$ cat config.mk
export PLATFORM = sky130hd
export DESIGN_NAME = fetch_subsys
export DESIGN_NICKNAME = d
export VERILOG_FILES = /design/src/verilog/fetch_pkg.sv /design/src/verilog/fetch_subsys.sv /design/src/verilog/if_stage.sv /design/src/verilog/tlb_hit_select.sv /design/src/verilog/tlb_entry.sv /design/src/verilog/tlb_fill_ctrl.sv /design/src/verilog/dmw_translator.sv
export SDC_FILE = /design/constraint.sdc
export NUM_CORES = 2
export LEC_CHECK = 0
export BUFFER_PORTS_ARGS = -buffer_cell sky130_fd_sc_hd__buf_2
export CAP_MARGIN = 0
export CORE_MARGIN = 2
export CORE_UTILIZATION = 40
export CTS_CLUSTER_DIAMETER = 200
export DETAILED_ROUTE_END_ITERATION = 10
export PLACE_DENSITY_LB_ADDON = 0.3
export SKIP_CTS_REPAIR_TIMING = 1
export SYNTH_ARGS = -nofsm -noshare
export SYNTH_HDL_FRONTEND = slang
export SYNTH_SLANG_ARGS = --single-unit
$ cat constraint.sdc
create_clock -name clk -period 11.05 [get_ports clk]
set_input_delay 2.21 -clock clk [delete_from_list [all_inputs] [get_ports clk]]
set_output_delay 2.21 -clock clk [all_outputs]
set_load 0.005 [all_outputs]
$ cat src/verilog/fetch_pkg.sv
package fetch_pkg;

    localparam int TLB_ENTRIES = 16;
    localparam int TLB_IDX_W = 4;
    localparam logic [31:0] RESET_PC = 32'h1C00_0000;
    localparam logic [1:0] SRAM_SIZE_WORD = 2'b10;  // 0: byte, 1: half, 2: word

    typedef enum logic [2:0] {
        FETCH_REQ,      // sequential request
        FETCH_WAIT,     // sequential data pending
        FETCH_WAIT_BR,  // redirect target data pending
        FETCH_REQ_BR,   // redirect target not yet accepted by sram
        FETCH_DROP      // stale response still to come
    } fetch_state_t;

    typedef struct packed {
        logic        stall;
        logic        taken;
        logic [31:0] target;
    } br_bus_t;

    // tlb_exc order is {refill, page invalid, privilege}
    typedef struct packed {
        logic [2:0]  tlb_exc;
        logic        refetch;
        logic        adef;
        logic [31:0] inst;
        logic [31:0] pc;
    } fs_to_ds_t;

    typedef struct packed {
        logic [19:0] vpn;   // vppn plus va bit 12
        logic [9:0]  asid;
        logic [19:0] ppn;
        logic [1:0]  plv;
        logic [1:0]  mat;
        logic        d;
        logic        v;
    } tlb_entry_t;

    typedef struct packed {
        logic [9:0]  asid;
        logic [19:0] vpn;
    } tlb_key_t;

    typedef struct packed {
        logic                 found;
        logic [TLB_IDX_W-1:0] index;
        logic [19:0]          ppn;
        logic [1:0]           plv;
        logic [1:0]           mat;
        logic                 d;
        logic                 v;
    } tlb_result_t;

endpackage
$ cat src/verilog/fetch_subsys.sv
`timescale 1ns/1ps

module fetch_subsys (
    input  logic                            clk,
    input  logic                            reset,
    input  logic                            ds_allowin,
    input  fetch_pkg::br_bus_t              br_bus,
    output logic                            fs_to_ds_valid,
    output fetch_pkg::fs_to_ds_t            fs_to_ds,
    output logic                            inst_sram_req,
    output logic [31:0]                     inst_sram_addr,
    input  logic [31:0]                     inst_sram_rdata,
    input  logic                            inst_sram_addr_ok,
    input  logic                            inst_sram_data_ok,
    input  logic                            wb_ex,
    input  logic                            wb_ertn,
    input  logic                            wb_refetch,
    input  logic [31:0]                     csr_eentry,
    input  logic [31:0]                     csr_era,
    input  logic [31:0]                     refetch_pc,
    input  logic                            csr_critical_change,
    input  logic [31:0]                     csr_crmd,
    input  logic [31:0]                     csr_dmw0,
    input  logic [31:0]                     csr_dmw1,
    input  logic [31:0]                     csr_asid,
    input  logic                            tlb_fill,
    input  logic                            tlb_fill_use_index,
    input  logic [fetch_pkg::TLB_IDX_W-1:0] tlb_fill_index,
    input  fetch_pkg::tlb_entry_t           tlb_fill_data
);
    import fetch_pkg::*;

    tlb_key_t               tlb_key;
    tlb_result_t            tlb_result;
    logic [TLB_ENTRIES-1:0] entry_we;
    logic [TLB_ENTRIES-1:0] entry_hit;
    tlb_entry_t             entry_stored [TLB_ENTRIES];

    // port names match the top level one to one
    if_stage u_if_stage (.*);

    tlb_fill_ctrl u_tlb_fill_ctrl (
        .clk                (clk),
        .reset              (reset),
        .tlb_fill           (tlb_fill),
        .tlb_fill_use_index (tlb_fill_use_index),
        .tlb_fill_index     (tlb_fill_index),
        .entry_we           (entry_we)
    );

    for (genvar i = 0; i < TLB_ENTRIES; i++)
    begin : g_tlb
        tlb_entry u_tlb_entry (
            .clk       (clk),
            .reset     (reset),
            .we        (entry_we[i]),
            .fill_data (tlb_fill_data),
            .key       (tlb_key),
            .hit       (entry_hit[i]),
            .stored    (entry_stored[i])
        );
    end

    tlb_hit_select u_tlb_hit_select (
        .hit     (entry_hit),
        .entries (entry_stored),
        .result  (tlb_result)
    );

endmodule

$ cat src/verilog/if_stage.sv
`timescale 1ns/1ps

module if_stage (
    input  logic                   clk,
    input  logic                   reset,
    input  logic                   ds_allowin,
    input  fetch_pkg::br_bus_t     br_bus,
    output logic                   fs_to_ds_valid,
    output fetch_pkg::fs_to_ds_t   fs_to_ds,
    output logic                   inst_sram_req,
    output logic [31:0]            inst_sram_addr,
    input  logic [31:0]            inst_sram_rdata,
    input  logic                   inst_sram_addr_ok,
    input  logic                   inst_sram_data_ok,
    input  logic                   wb_ex,
    input  logic                   wb_ertn,
    input  logic                   wb_refetch,
    input  logic [31:0]            csr_eentry,
    input  logic [31:0]            csr_era,
    input  logic [31:0]            refetch_pc,
    input  logic                   csr_critical_change,
    input  logic [31:0]            csr_crmd,
    input  logic [31:0]            csr_dmw0,
    input  logic [31:0]            csr_dmw1,
    input  logic [31:0]            csr_asid,
    output fetch_pkg::tlb_key_t    tlb_key,
    input  fetch_pkg::tlb_result_t tlb_result
);
    import fetch_pkg::*;

    fetch_state_t state;
    fetch_state_t state_nxt;

    logic [31:0] fs_pc;           // pc of the request in flight or last returned
    logic [31:0] seq_pc;
    logic [31:0] nextpc;
    logic [31:0] nextpc_r;        // held redirect target
    logic [31:0] redirect_target;
    logic        wb_any;
    logic        br_taken;
    logic        redirect;
    logic        in_wait;
    logic        fs_free;
    logic        handshake;

    logic [31:0] inst_buf;
    logic        buf_valid;

    logic [31:0] dmw_addr;
    logic        use_page_table;
    logic [2:0]  tlb_exc;
    logic [2:0]  fs_tlb_exc;
    logic        fs_adef;

    assign wb_any   = wb_refetch | wb_ex | wb_ertn;
    assign br_taken = br_bus.taken & ~br_bus.stall;
    assign redirect = wb_any | br_taken;

    // refetch > exception > return > branch
    always_comb
    begin
        if (wb_refetch)
            redirect_target = refetch_pc;
        else if (wb_ex)
            redirect_target = csr_eentry;
        else if (wb_ertn)
            redirect_target = csr_era;
        else
            redirect_target = br_bus.target;
    end

    assign seq_pc  = fs_pc + 32'd4;   // one word per fetch
    assign nextpc  = redirect                 ? redirect_target :
                     (state == FETCH_REQ_BR)  ? nextpc_r        : seq_pc;

    assign in_wait = (state == FETCH_WAIT) || (state == FETCH_WAIT_BR);
    assign fs_free = ~buf_valid | ds_allowin | redirect;  // buffered word leaves or is dropped

    always_comb
    begin
        case (state)
            FETCH_REQ:    inst_sram_req = fs_free & (~br_bus.stall | wb_any);
            FETCH_REQ_BR: inst_sram_req = 1'b1;
            default:      inst_sram_req = 1'b0;
        endcase
    end

    assign handshake = inst_sram_req & inst_sram_addr_ok;

    always_comb
    begin
        state_nxt = state;
        case (state)
            FETCH_REQ, FETCH_REQ_BR:
            begin
                if (handshake)
                    state_nxt = (redirect || state == FETCH_REQ_BR) ? FETCH_WAIT_BR
                                                                    : FETCH_WAIT;
                else if (redirect)
                    state_nxt = FETCH_REQ_BR;
            end
            FETCH_WAIT, FETCH_WAIT_BR:
            begin
                if (redirect)
                    state_nxt = inst_sram_data_ok ? FETCH_REQ_BR : FETCH_DROP;
                else if (inst_sram_data_ok)
                    state_nxt = FETCH_REQ;
            end
            FETCH_DROP:
            begin
                if (inst_sram_data_ok)   // old response gone, fetch the target
                    state_nxt = FETCH_REQ_BR;
            end
            default:
                state_nxt = FETCH_REQ;
        endcase
    end

    always_ff @(posedge clk)
    begin
        if (reset)
            state <= FETCH_REQ;
        else
            state <= state_nxt;
    end

    always_ff @(posedge clk)
    begin
        if (redirect)
            nextpc_r <= redirect_target;  // a newer redirect replaces the older one
    end

    // first sequential pc after reset lands on RESET_PC
    always_ff @(posedge clk)
    begin
        if (reset)
            fs_pc <= RESET_PC - 32'd4;
        else if (handshake)
            fs_pc <= nextpc;
    end

    // flags travel with the request they were computed for
    always_ff @(posedge clk)
    begin
        if (handshake)
        begin
            fs_adef    <= nextpc[1:0] != 2'b00;
            fs_tlb_exc <= use_page_table ? tlb_exc : 3'b000;
        end
    end

    always_ff @(posedge clk)
    begin
        if (reset)
            buf_valid <= 1'b0;
        else if (redirect || ds_allowin)
            buf_valid <= 1'b0;
        else if (in_wait && inst_sram_data_ok)
            buf_valid <= 1'b1;   // decode stalled on a returned word
    end

    always_ff @(posedge clk)
    begin
        if (in_wait && inst_sram_data_ok)
            inst_buf <= inst_sram_rdata;
    end

    assign fs_to_ds_valid = ((in_wait & inst_sram_data_ok) | buf_valid) & ~redirect;

    always_comb
    begin
        fs_to_ds.tlb_exc = fs_tlb_exc;
        fs_to_ds.refetch = csr_critical_change;
        fs_to_ds.adef    = fs_adef;
        fs_to_ds.inst    = buf_valid ? inst_buf : inst_sram_rdata;
        fs_to_ds.pc      = fs_pc;
    end

    dmw_translator u_dmw_translator (
        .va             (nextpc),
        .csr_crmd       (csr_crmd),
        .csr_dmw0       (csr_dmw0),
        .csr_dmw1       (csr_dmw1),
        .phys_addr      (dmw_addr),
        .use_page_table (use_page_table)
    );

    assign tlb_key.asid = csr_asid[9:0];
    assign tlb_key.vpn  = nextpc[31:12];

    assign inst_sram_addr = use_page_table ? {tlb_result.ppn, nextpc[11:0]} : dmw_addr;

    assign tlb_exc[2] = ~tlb_result.found;                        // refill
    assign tlb_exc[1] = tlb_result.found & ~tlb_result.v;         // page invalid
    assign tlb_exc[0] = tlb_result.found & tlb_result.v
                      & (csr_crmd[1:0] > tlb_result.plv);         // privilege

    // one request in flight at most
    a_no_req_busy: assert property (@(posedge clk) disable iff (reset)
        (state inside {FETCH_WAIT, FETCH_WAIT_BR, FETCH_DROP}) |-> !inst_sram_req);

    // a stale word is never handed to decode
    a_drop_silent: assert property (@(posedge clk) disable iff (reset)
        (state == FETCH_DROP) |-> !fs_to_ds_valid);

endmodule

$ cat src/verilog/tlb_hit_select.sv
`timescale 1ns/1ps

module tlb_hit_select (
    input  logic [fetch_pkg::TLB_ENTRIES-1:0] hit,
    input  fetch_pkg::tlb_entry_t             entries [fetch_pkg::TLB_ENTRIES],
    output fetch_pkg::tlb_result_t            result
);
    import fetch_pkg::*;

    logic [TLB_IDX_W-1:0] hit_idx;
    tlb_entry_t           sel;

    // scan downward so the lowest numbered hit is left in hit_idx
    always_comb
    begin
        hit_idx = '0;
        for (int i = TLB_ENTRIES - 1; i >= 0; i--)
        begin
            if (hit[i])
                hit_idx = TLB_IDX_W'(i);
        end
    end

    assign sel = entries[hit_idx];

    always_comb
    begin
        result.found = |hit;
        result.index = hit_idx;
        result.ppn   = sel.ppn;
        result.plv   = sel.plv;
        result.mat   = sel.mat;
        result.d     = sel.d;
        result.v     = sel.v;
    end

    // duplicate mappings for one key would make the lookup ambiguous
    always_comb
    begin
        a_single_hit: assert ($isunknown(hit) || $onehot0(hit))
            else $error("tlb: several entries hit the same key");
    end

endmodule

$ cat src/verilog/tlb_entry.sv
`timescale 1ns/1ps

module tlb_entry (
    input  logic                  clk,
    input  logic                  reset,
    input  logic                  we,
    input  fetch_pkg::tlb_entry_t fill_data,
    input  fetch_pkg::tlb_key_t   key,
    output logic                  hit,
    output fetch_pkg::tlb_entry_t stored
);
    logic present;

    always_ff @(posedge clk)
    begin
        if (reset)
            present <= 1'b0;
        else if (we)
            present <= 1'b1;
    end

    // mapping itself, only meaningful once present
    always_ff @(posedge clk)
    begin
        if (we)
            stored <= fill_data;
    end

    // 4 KB page only, so vpn includes va bit 12
    assign hit = present
              && (stored.vpn == key.vpn)
              && (stored.asid == key.asid);

endmodule

$ cat src/verilog/tlb_fill_ctrl.sv
`timescale 1ns/1ps

module tlb_fill_ctrl (
    input  logic                            clk,
    input  logic                            reset,
    input  logic                            tlb_fill,
    input  logic                            tlb_fill_use_index,
    input  logic [fetch_pkg::TLB_IDX_W-1:0] tlb_fill_index,
    output logic [fetch_pkg::TLB_ENTRIES-1:0] entry_we
);
    import fetch_pkg::*;

    logic [TLB_IDX_W-1:0] repl_ptr;
    logic [TLB_IDX_W-1:0] fill_idx;

    // round robin victim for fills without an explicit index
    always_ff @(posedge clk)
    begin
        if (reset)
            repl_ptr <= '0;
        else if (tlb_fill && !tlb_fill_use_index)
            repl_ptr <= repl_ptr + 1'b1;
    end

    assign fill_idx = tlb_fill_use_index ? tlb_fill_index : repl_ptr;

    always_comb
    begin
        entry_we = '0;
        if (tlb_fill)
            entry_we[fill_idx] = 1'b1;
    end

    // never more than one entry written per fill
    a_we_onehot: assert property (@(posedge clk) disable iff (reset)
        $onehot0(entry_we) && (tlb_fill == (entry_we != '0)));

endmodule

$ cat src/verilog/dmw_translator.sv
`timescale 1ns/1ps

module dmw_translator (
    input  logic [31:0] va,
    input  logic [31:0] csr_crmd,
    input  logic [31:0] csr_dmw0,
    input  logic [31:0] csr_dmw1,
    output logic [31:0] phys_addr,
    output logic        use_page_table
);
    logic [1:0] plv;
    logic       da;
    logic       dmw0_hit;
    logic       dmw1_hit;

    // window enabled for this plv and segment matches
    function automatic logic window_hit(input logic [31:0] dmw, input logic [1:0] cur_plv,
                                        input logic [2:0] vseg);
        logic plv_ok;
        plv_ok = (cur_plv == 2'd0 && dmw[0]) || (cur_plv == 2'd3 && dmw[3]);
        return plv_ok && (dmw[31:29] == vseg);
    endfunction

    assign plv = csr_crmd[1:0];
    assign da  = csr_crmd[3];   // direct address mode

    assign dmw0_hit = window_hit(csr_dmw0, plv, va[31:29]);
    assign dmw1_hit = window_hit(csr_dmw1, plv, va[31:29]);

    always_comb
    begin
        if (da)
            phys_addr = va;
        else if (dmw0_hit)
            phys_addr = {csr_dmw0[27:25], va[28:0]};   // window 0 first
        else if (dmw1_hit)
            phys_addr = {csr_dmw1[27:25], va[28:0]};
        else
            phys_addr = va;   // overridden by tlb path
    end

    assign use_page_table = !da && !dmw0_hit && !dmw1_hit;

endmodule

==> flow_summary.yaml <==
global_route:
  grt_pass1_vias: 36100
  grt_max_degree: 61
  grt_pass1_wl_mm: 269
  antenna_found_initial: 10
  grt-ovfl-total: 0
  track_usage: 0.310
finish:
  final_cell_mix: "916 x edfxtp_1, 359 x buf_2, 298 x buf_4, 293 x xnor2_1, 211 x nor2_1"
  nets: 4725
  layout.cells.most_common: "edfxtp_1"
  fill_cells: 10600
  fin_area_sq_um: 57100
  drive_above_1_share: 0.229
  area_delta_synth_final_pct: 19.7
drt:
  drt-initial-drc-count: 4891
  firstDrtPassIters: 8
  wirelength_mm: 193
  drcViolationCount: 0
  drtAntennaViolNets: 0
  num_vias: 37900
  wire_per_inst_um: 32.2
  avgViaCountPerCell: 6.33
placed_design:
  io_buffer_count: 359
  place.gp.congestion: 1.07
  dp_hpwl_mm: 135
  placed_area_sq_um: 53500
synth:
  ys_seq_area_frac: 0.600
  synth_area_leaders: "edfxtp_1 58%, xnor2_1 5.4%, mux2i_1 3.6%"
  syn_nets: 4147
  synth_edf_count: 916
  ys.flop_type: "edfxtp_1"
  async_flop_share: 0
  ys_types: 102
  synth_area_per_cell_sq_um: 12.6
  synth_top_area_cell: "edfxtp_1"
  yosys_warnings: 0
  synth_top_area_share: 0.576
  netlist_instances: 3782
  syn_area_sq_um: 47700
  ys_ff_latch: 972
critical_path:
  ff2ff_path_depth: 22
  arrival_ps: 8600
  reg2reg_slack_ps: 3210
  r2r_end: "u_if_stage.fs_tlb_exc[0]$_SDFFCE_PN0P_"
  crit_path_end_kind: "output port"
  startpoint_type: "input port"
  crit_end: "inst_sram_addr[16]"
  required_ps: 8840
  r2r_start: "u_if_stage.fs_pc[6]$_SDFFE_PP1P_"
  critPathMaxFanout: 19
  critical_path_class: "in -> out"
  crit_path_start: "wb_refetch"
floorplanning:
  coreArea_sq_um: 118000
  rows: 126
  die_h_um: 349
  io_pins: 464
  fp.dieW_um: 349
  start_util: 0.404
  die_area_sq_um: 122000
timing:
  fin_skew_ps: 29.7
  setup_viol: 0
  worst_pin_slew_ps: 1300
  hold_viol: 0
  maxSlewViolCount: 0
  period_minus_slack_ps: 10810
  clock.fmax_mhz: 92.5
  tns_ps: 0
  grt_setup_unrepaired: "false"
  relSlewSlack: 0.111
  finalCritPeriodShare: 0.978
pwr:
  vdd_drop_max_uv: 151
  p_leak_nw: 19.7
  pwr_density_cell_nw_per_um2: 162
clock_network:
  cts_tree: "yes"
  cts-htree-levels: 3
  root_buffer: "clkbuf_16"
  worstSkewPairLatency_ps: 720
  cts_buffers: 106
  cts_sinks: 972
  clkSlewWorstSetupHoldPaths_ps: 60
  cts.path.max_buffers: 3
worst_hold_path:
  min_path_cells: 2
  hold_class: "reg -> reg"
run:
  maxCapViolations: 0
status:
  status: "complete, no violations"
-- stage by stage --
step / utilization / instances / worst slack (ps) / hold WS (ps) / total power, mW
floorplan: - / 3782 / 2070 / 440 / 4.94
global placement: 0.452 / 5788 / 380 / 452 / 5.56
detailed placement: 0.452 / 5788 / 370 / 481 / 5.57
CTS: 0.483 / 5988 / 324 / 495 / 9.27
global route: 0.483 / 5988 / 33.7 / 515 / 9.52
finish: 0.483 / 5990 / 239 / 501 / 9.27
-- cells by family (layout without fill, tap and decap cells) --
family | after synthesis | count (layout) | synth area share
and+or+nand+nor | 1217 | 1217 | 0.142
DFF | 972 | 972 | 0.600
AOI/OAI and AO/OA | 730 | 730 | 0.116
xor gates and xnor gates | 336 | 336 | 0.0617
buffers and inverters | 284 | 954 | 0.0255
muxes | 239 | 239 | 0.0537
adders and majority gates | 4 | 4 | 0.00105
other | 0 | 2 | 0
-- power breakdown --
group	switching, mW	internal, mW	total [mW]	leakage [nW]
Combinational	0.893	0.432	1.33	9.21
Clock	1.55	2.18	3.74	1.76
Sequential	0.0821	4.13	4.21	8.78
Total	2.53	6.75	9.27	19.7
-- critical path: stages --
cell       delay, ps
buf_2            210
or3_1            550
buf_4            230
a211oi_1         390
and4_1           670
or4_1            270
o2111ai_1        150
or4_1            620
nor4_1           400
buf_4            240
a21boi_1         280
o22ai_1          190
a2bb2oi_1        200
buf_4            170
o21ba_2          160
o21a_1           270
nor2_4           100
buf_4            240
o311ai_0         560
o221ai_1         260
buf_2            190
-- registers in the layout, indices dropped and copies added, names as in the netlist --
name,flops
u_if_stage.fs_adef,1
u_if_stage.nextpc_r,32
u_tlb_fill_ctrl.repl_ptr,4
u_if_stage.state,3
u_if_stage.fs_tlb_exc,3
u_if_stage.fs_pc,32
u_if_stage.buf_valid,1
g_tlb.u_tlb_entry.stored,848
g_tlb.u_tlb_entry.present,16
u_if_stage.inst_buf,32
-- cell usage after synthesis, types with 13 or more instances --
master and count:
nand4_1 150, o22ai_1 26, nor4_1 95, a31oi_1 23
a211oi_1 44, o211ai_1 18, a221oi_1 31, inv_1 71
buf_2 46, mux2_2 57, xor2_1 43, and4_1 45
a21oi_1 117, dfxtp_1 56, a221o_1 22, and2_1 25
nor2_1 232, o221ai_1 17, o21a_1 13, o2111ai_1 23
nand4b_1 13, o311ai_0 17, a22o_1 16, nand3_1 128
o31ai_1 29, xnor2_1 293, or2_2 16, or3_1 30
or4_1 73, mux2i_1 173, nand2b_1 24, nor3_1 81
buf_1 21, a22oi_1 20, nor2b_1 14, a2111oi_0 44
nand2_1 182, a222oi_1 17, a21o_1 21, clkbuf_1 125
and3_1 41, edfxtp_1 916, a211o_1 35, o21ai_0 84
-- per-layer routing --
| layer | up-vias | routed length, um | global-route usage | share of wire |
|---|---|---|---|---|
| li1 | 16300 | - | - | - |
| met1 | 18900 | 75200 | 0.405 | 0.39 |
| met2 | 2214 | 88600 | 0.498 | 0.46 |
| met3 | 506 | 17100 | 0.0467 | 0.089 |
| met4 | 6 | 11800 | 0.168 | 0.061 |
| met5 | - | 46 | 0 | 0.00024 |
-- how the worst min path moves through the flow --
stage,start,to,slack [ps]
after detailed placement,g_tlb[13].u_tlb_entry.present$_SDFFE_PP0P_,g_tlb[13].u_tlb_entry.present$_SDFFE_PP0P_,480
final,g_tlb[13].u_tlb_entry.present$_SDFFE_PP0P_,g_tlb[13].u_tlb_entry.present$_SDFFE_PP0P_,500
after global routing,g_tlb[13].u_tlb_entry.present$_SDFFE_PP0P_,g_tlb[13].u_tlb_entry.present$_SDFFE_PP0P_,520
after CTS,g_tlb[13].u_tlb_entry.present$_SDFFE_PP0P_,g_tlb[13].u_tlb_entry.present$_SDFFE_PP0P_,490
after global placement,g_tlb[13].u_tlb_entry.present$_SDFFE_PP0P_,g_tlb[13].u_tlb_entry.present$_SDFFE_PP0P_,450
after floorplan,g_tlb[13].u_tlb_entry.present$_SDFFE_PP0P_,g_tlb[13].u_tlb_entry.present$_SDFFE_PP0P_,440
-- area by class of cell --
| class | instances | area, sq um | area share |
|---|---|---|---|
| clock inverters | 67 | 808 | 0.0142 |
| flip-flops and latches | 972 | 28600 | 0.501 |
| diodes | 2 | 5.00 | 0.0000876 |
| clock buffers | 133 | 2850 | 0.0498 |
| inverters | 75 | 282 | 0.00493 |
| well taps | 1536 | 1920 | 0.0336 |
| repair buffers | 679 | 4470 | 0.0783 |
| multi-input cells | 2526 | 18200 | 0.318 |
No activity file was read; power rests on OpenSTA's default activity.
